`src/common/chain_defs.svh`:
```
`ifndef CHAIN_DEFS_SVH
`define CHAIN_DEFS_SVH

// Width of one sample on every port of the chain
`define HB_WIDTH 18

// Width of the accumulator inside each decimator stage
// The product of two samples plus the shifted centre tap fits in it
`define HB_ACC_WIDTH 36

// Halfband taps in the form A 0 B 0.5 B 0 A
// The outer tap A sits at the first and the seventh position
`define HB_COEFF_A (-18'sd10690)

// The inner tap B sits at the third and the fifth position
`define HB_COEFF_B (18'sd75809)

// Final-stage outputs held back after each start of the chain
// These carry the filter transient and are never delivered downstream
`define HB_SETTLE_OUTPUTS 4

`endif

```
`src/common/sample_pkg.sv`:
```
`default_nettype none

`include "chain_defs.svh"

// Data types shared by the decimator stages and the top level
package sample_pkg;

   // One signed sample as it travels between the stages
   typedef logic signed [`HB_WIDTH-1:0] sample_t;

   // Full product of a sample and an 18-bit tap
   typedef logic signed [2*`HB_WIDTH-1:0] prod_t;

   // Accumulator for the centre sample and the two tap products
   // The rounding stage brings it back to sample width
   typedef logic signed [`HB_ACC_WIDTH-1:0] acc_t;

endpackage

`default_nettype wire

```
`src/common/chain_ctrl_pkg.sv`:
```
`default_nettype none

// Control types for the chain sequencer
package chain_ctrl_pkg;

   // Sequencer states
   // IDLE holds the stages stopped
   // WARMUP runs the stages but suppresses their output
   // STREAM passes every final output downstream
   typedef enum logic [1:0]
   {
      IDLE   = 2'd0,
      WARMUP = 2'd1,
      STREAM = 2'd2
   } chain_state_t;

endpackage

`default_nettype wire

```
`src/hb_dec/round_sd.sv`:
```
`timescale 1ns/1ps
`default_nettype none

`include "chain_defs.svh"

// Sigma-delta rounding from accumulator width down to sample width
module round_sd
(
   input  wire                         clk,
   input  wire                         rst,
   input  wire sample_pkg::acc_t       in,
   input  wire                         strobe_in,
   output sample_pkg::sample_t         out,
   output logic                        strobe_out
);
   import sample_pkg::*;

   localparam int frac_w = `HB_ACC_WIDTH - `HB_WIDTH;

   logic [frac_w-1:0]               err;
   logic signed [`HB_ACC_WIDTH:0]   sum;
   logic                            ovf;
   sample_t                         out_next;

   // The fraction dropped last time is added back in before truncating
   // Over many samples the truncation error then averages to zero
   assign sum = $signed({in[`HB_ACC_WIDTH-1], in})
              + $signed({{(`HB_WIDTH + 1){1'b0}}, err});

   // The carried error is never negative, so only the top end can overflow
   assign ovf = sum[`HB_ACC_WIDTH] ^ sum[`HB_ACC_WIDTH-1];

   assign out_next = ovf ? {1'b0, {(`HB_WIDTH - 1){1'b1}}}
                         : sum[`HB_ACC_WIDTH-1:frac_w];

   always_ff @(posedge clk)
   begin
      if (rst)
      begin
         err        <= '0;
         strobe_out <= 1'b0;
      end
      else
      begin
         strobe_out <= strobe_in;
         // A clipped sample drops its error instead of carrying it on
         if (strobe_in)
            err <= ovf ? '0 : sum[frac_w-1:0];
      end
   end

   always_ff @(posedge clk)
   begin
      if (strobe_in)
         out <= out_next;
   end

endmodule

`default_nettype wire

```
`src/hb_dec/small_hb_dec.sv`:
```
`timescale 1ns/1ps
`default_nettype none

`include "chain_defs.svh"

// Short halfband decimate-by-two stage with impulse response A 0 B 0.5 B 0 A
module small_hb_dec
(
   input  wire                         clk,
   input  wire                         rst,
   input  wire                         run,
   input  wire                         bypass,
   input  wire                         stb_in,
   input  wire sample_pkg::sample_t    data_in,
   output logic                        stb_out,
   output sample_pkg::sample_t         data_out
);
   import sample_pkg::*;

   localparam sample_t coeff_a = `HB_COEFF_A;
   localparam sample_t coeff_b = `HB_COEFF_B;

   logic                        stb_d1;
   sample_t                     data_d1;
   logic                        phase;
   logic                        go;
   logic [4:1]                  go_d;
   sample_t                     dly [1:6];
   logic signed [`HB_WIDTH:0]   pair_a_full;
   logic signed [`HB_WIDTH:0]   pair_b_full;
   sample_t                     sum_a;
   sample_t                     sum_b;
   sample_t                     middle;
   sample_t                     mult_sum;
   sample_t                     mult_coeff;
   prod_t                       prod;
   acc_t                        accum;
   sample_t                     rnd_data;
   logic                        rnd_stb;

   // Inputs are registered once before anything else looks at them
   always_ff @(posedge clk)
   begin
      if (rst)
         stb_d1 <= 1'b0;
      else
         stb_d1 <= stb_in;
   end

   always_ff @(posedge clk)
   begin
      data_d1 <= data_in;
   end

   // The phase flips on every registered sample
   // A computation starts on the second sample of each pair
   always_ff @(posedge clk)
   begin
      if (rst || !run)
         phase <= 1'b0;
      else if (stb_d1)
         phase <= ~phase;
   end

   assign go = stb_d1 & phase;

   // Go pipeline that steps through multiply, accumulate and round
   // go_d[1] and go_d[2] share the multiplier, go_d[4] feeds the rounding
   always_ff @(posedge clk)
   begin
      if (rst || !run)
         go_d <= '0;
      else
         go_d <= {go_d[3:1], go};
   end

   // Six older samples behind the registered input
   // Only a real reset clears them, so a restart keeps the history
   always_ff @(posedge clk)
   begin
      if (rst)
      begin
         for (int i = 1; i <= 6; i++)
            dly[i] <= '0;
      end
      else if (stb_d1)
      begin
         dly[1] <= data_d1;
         for (int i = 2; i <= 6; i++)
            dly[i] <= dly[i-1];
      end
   end

   // Symmetric taps are added before the multiply
   // The sum is one bit wider and then halved to keep sample width
   // The taps carry the matching factor of two
   assign pair_a_full = data_d1 + dly[6];
   assign pair_b_full = dly[2] + dly[4];

   always_ff @(posedge clk)
   begin
      if (go)
      begin
         sum_a  <= pair_a_full[`HB_WIDTH:1];
         sum_b  <= pair_b_full[`HB_WIDTH:1];
         middle <= dly[3];
      end
   end

   // Inner pair goes through the multiplier first, outer pair one cycle later
   assign mult_sum   = go_d[1] ? sum_b : sum_a;
   assign mult_coeff = go_d[1] ? coeff_b : coeff_a;

   always_ff @(posedge clk)
   begin
      if (go_d[1] || go_d[2])
         prod <= mult_coeff * mult_sum;
   end

   // The centre tap of one half is the sample shifted up by 16 bits
   always_ff @(posedge clk)
   begin
      if (go_d[2])
         accum <= (acc_t'(middle) <<< 16) + prod;
      else if (go_d[3])
         accum <= accum + prod;
   end

   round_sd u_round
   (
      .clk        (clk),
      .rst        (rst),
      .in         (accum),
      .strobe_in  (go_d[4]),
      .out        (rnd_data),
      .strobe_out (rnd_stb)
   );

   // Output register, which also carries the bypass path
   always_ff @(posedge clk)
   begin
      if (bypass ? stb_d1 : rnd_stb)
         data_out <= bypass ? data_d1 : rnd_data;
   end

   always_ff @(posedge clk)
   begin
      if (rst)
         stb_out <= 1'b0;
      else if (bypass)
         stb_out <= stb_d1;
      else
         stb_out <= rnd_stb;
   end

endmodule

`default_nettype wire

```
`src/source/settle_counter.sv`:
```
`timescale 1ns/1ps
`default_nettype none

`include "chain_defs.svh"

// Counts final-stage strobes during warm-up and flags the end of it
module settle_counter
(
   input  wire    clk,
   input  wire    rst,
   input  wire    count_en,
   input  wire    count_clr,
   input  wire    stage_stb,
   output logic   settled
);
   // Room for the limit itself, and at least one bit when it is zero
   localparam int cnt_w = $clog2(`HB_SETTLE_OUTPUTS + 2);
   localparam logic [cnt_w-1:0] limit = cnt_w'(`HB_SETTLE_OUTPUTS);

   logic [cnt_w-1:0] cnt;
   logic [cnt_w-1:0] cnt_next;

   // The count stops at the limit and stays there until cleared
   always_comb
   begin
      cnt_next = cnt;
      if (count_en && stage_stb && (cnt != limit))
         cnt_next = cnt + 1'b1;
   end

   always_ff @(posedge clk)
   begin
      if (rst || count_clr)
      begin
         cnt     <= '0;
         settled <= 1'b0;
      end
      else
      begin
         cnt     <= cnt_next;
         settled <= (cnt_next == limit);
      end
   end

endmodule

`default_nettype wire

```
`src/source/chain_seq.sv`:
```
`timescale 1ns/1ps
`default_nettype none

`include "chain_defs.svh"

// Start-up sequencer for the decimator chain
module chain_seq
(
   input  wire    clk,
   input  wire    rst,
   input  wire    run,
   input  wire    bypass,
   input  wire    stage_stb,
   input  wire    settled,
   output logic   stage_run,
   output logic   count_en,
   output logic   count_clr,
   output logic   stb_out,
   output logic   busy
);
   import chain_ctrl_pkg::*;

   // With nothing to discard the warm-up state is skipped
   localparam logic skip_warmup = (`HB_SETTLE_OUTPUTS == 0);

   chain_state_t state;
   chain_state_t state_next;

   always_ff @(posedge clk)
   begin
      if (rst)
         state <= IDLE;
      else
         state <= state_next;
   end

   always_comb
   begin
      state_next = state;
      case (state)
         IDLE:
         begin
            if (run)
               state_next = (bypass || skip_warmup) ? STREAM : WARMUP;
         end
         WARMUP:
         begin
            if (!run)
               state_next = IDLE;
            else if (settled || bypass)
               state_next = STREAM;
         end
         STREAM:
         begin
            if (!run)
               state_next = IDLE;
         end
         default:
            state_next = IDLE;
      endcase
   end

   // The stages stop only in IDLE, and bypass keeps them moving
   assign stage_run = (state != IDLE) || bypass;

   // The counter is cleared as the chain starts and counts during warm-up
   assign count_clr = (state == IDLE) && run;
   assign count_en  = (state == WARMUP);

   // Final strobes leave only once the transient has passed
   assign stb_out = stage_stb && ((state == STREAM) || bypass);
   assign busy    = (state == WARMUP) && !bypass;

endmodule

`default_nettype wire

```
`src/source/hb_dec_chain.sv`:
```
`timescale 1ns/1ps
`default_nettype none

// Decimate-by-four front end built from two halfband stages
module hb_dec_chain
(
   input  wire                         clk,
   input  wire                         rst,
   input  wire                         run,
   input  wire                         bypass,
   input  wire                         stb_in,
   input  wire sample_pkg::sample_t    data_in,
   output logic                        stb_out,
   output sample_pkg::sample_t         data_out,
   output logic                        busy
);
   import sample_pkg::*;

   logic    s1_stb;
   sample_t s1_data;
   logic    s2_stb;
   logic    stage_run;
   logic    count_en;
   logic    count_clr;
   logic    settled;

   // First stage takes the input rate down by two
   small_hb_dec u_s1
   (
      .clk      (clk),
      .rst      (rst),
      .run      (stage_run),
      .bypass   (bypass),
      .stb_in   (stb_in),
      .data_in  (data_in),
      .stb_out  (s1_stb),
      .data_out (s1_data)
   );

   // Second stage halves the rate again, its data goes straight out
   small_hb_dec u_s2
   (
      .clk      (clk),
      .rst      (rst),
      .run      (stage_run),
      .bypass   (bypass),
      .stb_in   (s1_stb),
      .data_in  (s1_data),
      .stb_out  (s2_stb),
      .data_out (data_out)
   );

   // Sequencer gates the final strobe until the transient has passed
   chain_seq u_seq
   (
      .clk       (clk),
      .rst       (rst),
      .run       (run),
      .bypass    (bypass),
      .stage_stb (s2_stb),
      .settled   (settled),
      .stage_run (stage_run),
      .count_en  (count_en),
      .count_clr (count_clr),
      .stb_out   (stb_out),
      .busy      (busy)
   );

   settle_counter u_cnt
   (
      .clk       (clk),
      .rst       (rst),
      .count_en  (count_en),
      .count_clr (count_clr),
      .stage_stb (s2_stb),
      .settled   (settled)
   );

endmodule

`default_nettype wire

```
`config.mk`:
```
export PLATFORM = sky130hd
export DESIGN_NAME = hb_dec_chain
export DESIGN_NICKNAME = d
export VERILOG_FILES = /design/src/common/sample_pkg.sv /design/src/common/chain_ctrl_pkg.sv /design/src/hb_dec/round_sd.sv /design/src/hb_dec/small_hb_dec.sv /design/src/source/settle_counter.sv /design/src/source/chain_seq.sv /design/src/source/hb_dec_chain.sv
export VERILOG_INCLUDE_DIRS = /design/src /design/src/common
export SDC_FILE = /design/constraint.sdc
export NUM_CORES = 2
export LEC_CHECK = 0
export BUFFER_PORTS_ARGS = -buffer_cell sky130_fd_sc_hd__buf_2
export CAP_MARGIN = 20
export CORE_ASPECT_RATIO = 1.25
export CORE_MARGIN = 1.5
export CORE_UTILIZATION = 45
export DETAILED_ROUTE_END_ITERATION = 6
export REMOVE_ABC_BUFFERS = 1
export SYNTH_ARGS = -nofsm -noshare
export SYNTH_HDL_FRONTEND = slang
export SYNTH_SLANG_ARGS = --single-unit
```
`constraint.sdc`:
```
create_clock -name clk -period 9.23 [get_ports clk]
set_input_delay 1.3845 -clock clk [delete_from_list [all_inputs] [get_ports clk]]
set_output_delay 1.3845 -clock clk [all_outputs]
set_load 0.1 [all_outputs]
```
==> impl_results.md <==
- Yosys warning total: 0
- Clk buf depth: 3
- Number of synthesized flops with an enable pin: 540
- Aggregate global-route resource usage: 22.1%
- Fin Setup TNS: 0 ns
- Core Region: 0.110 sq mm
- Total I/O pin count: 43
- Post-detailed-routing wire length: 122000 microns
- Worst reg2reg setup slack: 1.74 ns
- Number of post-CTS setup repair buffers: 0
- Initial DRT Pass Iterations: 5
- Setup crit start kind: flop
- Post-CTS clock slew at the launch and capture registers of the worst setup and hold paths: 0.06 ns
- Final Instance Count excl. Fillers: 6082
- Commonest cells after routing, fill and taps aside: 760 x sky130_fd_sc_hd__inv_1, 540 x sky130_fd_sc_hd__edfxtp_1, 504 x sky130_fd_sc_hd__ha_1
- Via count of the first global-routing pass: 33500
- Final setup violation count: 0
- Critical path capture point type: flop
- Largest net degree at the start of global routing: 109
- Arrival time of the worst setup path: 7.95 ns
- Via count: 31897
- Wirelength per Cell: 20.1 microns
- Leakage power: 24.0 nW
- Combinational family with the most area after synthesis: adder cells
- Syn-to-layout area delta: 8.45%
- Count of unresolved DRC violations after routing: 0
- Most used DFF post-synth: sky130_fd_sc_hd__edfxtp_1
- Width of the die: 301 microns
- HPWL after detailed placement: 99200 microns
- Worst R2R Path Depth: 23
- Level count of the clock H-tree: 3
- Setup clock skew after layout: 0.0350 ns
- Distinct cells, synth: 82
- Busiest grt layer: met2
- Die Footprint: 0.113 sq mm
- Worst setup path category: flop to flop
- Power density relative to cell area: 171 mW/mm^2
- Clock net sink count: 634
- Clock tree from TritonCTS: done
- Crit Path Max Fanout: 45
- Flops & latches, synth: 634
- Post-synthesis share of cell area spent on xor and xnor gates: 4.72%
- Remaining antenna violation count: 0
- Total clock buffers created by CTS: 72
- Highest clock frequency the design can meet: 0.134 GHz
- GR Layer Usage met1: 25.7%
- Final Hold Violating Endpoints: 0
- Synth Cell Area: 0.0499 sq mm
- Critical Path Start: u_s1.go_d[1]
- Post-CTS sizing: 0
- Number of antenna violations at the first check in global routing: 3
- Final Slew Violations: 0
- GR Util met2: 41.7%
- Adder-cell share of the synthesized area: 30.8%
- Sequential fraction of the synthesis area: 36.2%
- Number of standard cells after synthesis: 4541
- Maxcap violations: 0
- Placer's final routability congestion estimate: 0.930
- Final period util: 81.1%
- Average instance area after synthesis: 11.0 sq um
- Most common library cell in the layout ignoring fill and taps: sky130_fd_sc_hd__inv_1
- Post-CTS Hold Buffers: 0
- Congestion Overflow GR: 0
- Row count: 136
- Number of DRC violations after detailed-routing iteration 0: 1524
- Hold crit path type: flop to flop
- Fraction of the mapped netlist area in simple logic gates: 10.1%
- Transition time at the pin with the least slew margin: 1.04 ns
- Initial cell density of the core: 45.4%
- Share of cell area taken by muxes after synthesis: 1.13%
- First-pass GRT wire length: 190000 microns
- Placed Instances: 5947
- Worst Path Required: 9.70 ns
- Synthesized-area fraction occupied by ao, oa, aoi and oai cells: 10.4%
- Final #Nets: 5554
- RSZ-0062 raised after global routing: no
- Post-detailed-route via-to-cell ratio: 5.24
- Fraction of synthesis flops using an asynchronous set or reset pin: 0%
- Fin crit period: 7.49 ns
- IO Port Bufs: 42
- Clock latency on the worst-skew pair: 0.66 ns
- Result of the run: finished clean
- Clock tree root driver cell: sky130_fd_sc_hd__clkbuf_16
- Grt met3 use: 2.37%
- Slew Limit Headroom: 30.9%
- Worst reg2reg path startpoint: u_s1.go_d[1]
- Endpoint of the most critical setup path: u_s1.prod[35]
- Floorplan die height: 375 microns
- Worst vdd rail ir drop: 240 uV
- Hold Startpoint: u_s1.data_out[6]
- R2r endpoint: u_s1.prod[35]
- Share of final-layout standard cells stronger than drive strength 1: 5.94%
state kept, by name (all words and copies together) (netlist names), 36 cells and up:
register    flops
u_s1.dly      108
u_s2.dly      108
u_s1.accum     36
u_s1.prod      36
u_s2.accum     36
u_s2.prod      36
how the worst min path moves through the flow:
stage | endpoint | slack [ns] | depth (start not counted)
floorplan | u_s2.data_d1[0] | 0.32 | 0
global placement | u_s2.data_d1[9] | 0.32 | 0
detailed placement | u_s2.data_d1[11] | 0.33 | 0
CTS | u_s2.data_d1[6] | 0.34 | 0
global route | u_s2.data_d1[6] | 0.34 | 0
finish | u_s2.data_d1[6] | 0.34 | 0
final cells by class:
cell class	instances	area, sq um
well taps	1449	1810
inverters	761	2860
multi-input cells	3043	28600
clock buffers	86	1910
repair buffers	61	358
fillers	10042	55800
flip-flops and latches	634	18100
diodes	2	5.00
clock inverters	46	510
cell usage after synthesis (all sizes together), types with 6 or more instances:
cell type | count | share of area (%)
nor3b | 9 | 0.14
a221o | 6 | 0.12
a21boi | 12 | 0.18
nand4 | 10 | 0.13
nor2b | 51 | 0.64
nand2 | 222 | 1.7
a31o | 13 | 0.23
mux2 | 41 | 0.92
nor2 | 197 | 1.5
edfxtp | 540 | 32
or2 | 19 | 0.24
o21a | 58 | 0.87
xor2 | 75 | 1.3
a2111oi | 11 | 0.21
a31oi | 16 | 0.20
and2 | 247 | 3.1
a21oi | 177 | 1.8
xnor2 | 194 | 3.4
o31ai | 23 | 0.35
a22o | 19 | 0.33
nor3 | 62 | 0.64
o31a | 7 | 0.12
o311ai | 6 | 0.11
o21ai | 166 | 1.7
clkbuf | 99 | 0.75
a32o | 17 | 0.34
a21o | 96 | 1.4
o211ai | 15 | 0.23
or3 | 20 | 0.25
a211oi | 34 | 0.52
o21bai | 40 | 0.60
nand2b | 51 | 0.64
and3 | 36 | 0.45
ha | 504 | 13
mux2i | 10 | 0.20
nor4 | 8 | 0.10
nand3 | 42 | 0.42
dfxtp | 94 | 3.8
fa | 454 | 18
inv | 760 | 5.7
buf | 6 | 0.098
routing by layer:
metal  vias up  part of all wire [%]
met3       173                   2.8
met4         4                   3.2
met2       458                    54
met1     15839                    40
li1      15423                     -
met5         -                 0.025
worst max-delay path, cell delays in order, from the launching register on:
cell                       delay [ns]
sky130_fd_sc_hd__dfxtp_1         0.35
sky130_fd_sc_hd__buf_4           0.27
sky130_fd_sc_hd__nor2b_1         0.67
sky130_fd_sc_hd__inv_1           0.18
sky130_fd_sc_hd__fa_1            0.59
sky130_fd_sc_hd__fa_1            0.54
sky130_fd_sc_hd__inv_1           0.05
sky130_fd_sc_hd__fa_1            0.53
sky130_fd_sc_hd__fa_1            0.44
sky130_fd_sc_hd__fa_1            0.49
sky130_fd_sc_hd__inv_1           0.05
sky130_fd_sc_hd__fa_1            0.47
sky130_fd_sc_hd__inv_1           0.04
sky130_fd_sc_hd__ha_1            0.36
sky130_fd_sc_hd__nand3_1         0.16
sky130_fd_sc_hd__nor2_1          0.35
sky130_fd_sc_hd__nand3_1         0.13
sky130_fd_sc_hd__a21oi_1         0.31
sky130_fd_sc_hd__nor3_1          0.15
sky130_fd_sc_hd__o21ai_0         0.38
sky130_fd_sc_hd__nand3_1         0.17
sky130_fd_sc_hd__a31oi_1         0.26
sky130_fd_sc_hd__nor4_1          0.08
sky130_fd_sc_hd__a311oi_1        0.25
through the flow:
step / total power [mW] / worst slack (ns) / hold WS, ns / util [%] / instance area (sq um)
6_report: 9.28 / 1.74 / 0.338 / 49.3 / 54200
5_1_grt: 9.85 / 1.16 / 0.344 / 49.3 / 54100
4_1_cts: 9.39 / 1.68 / 0.335 / 49.2 / 54100
3_5_place_dp: 6.38 / 1.72 / 0.327 / 47.0 / 51700
3_3_place_gp: 6.36 / 1.80 / 0.324 / 47.0 / 51700
2_1_floorplan: 5.64 / 2.24 / 0.323 / - / 49500
cells by family (layout without fill, tap and decap cells):
| kind of cell | after synthesis | after routing |
|---|---|---|
| multiplexers | 51 | 51 |
| buffers and inverters | 866 | 954 |
| AND/OR/NAND/NOR | 990 | 990 |
| XOR/XNOR | 269 | 269 |
| flip-flops | 634 | 634 |
| AO/OA/AOI/OAI | 771 | 771 |
| adder cells (fa/ha/maj) | 958 | 958 |
| other | 2 | 6 |
power breakdown:
| part | internal [mW] | switching, mW | total, mW | leakage (nW) |
|---|---|---|---|---|
| combinational | 1.28 | 1.65 | 2.94 | 16.8 |
| sequential | 3.33 | 0.0413 | 3.37 | 5.97 |
| clock | 1.70 | 1.27 | 2.97 | 1.17 |
(Power assumes the default switching activity.)
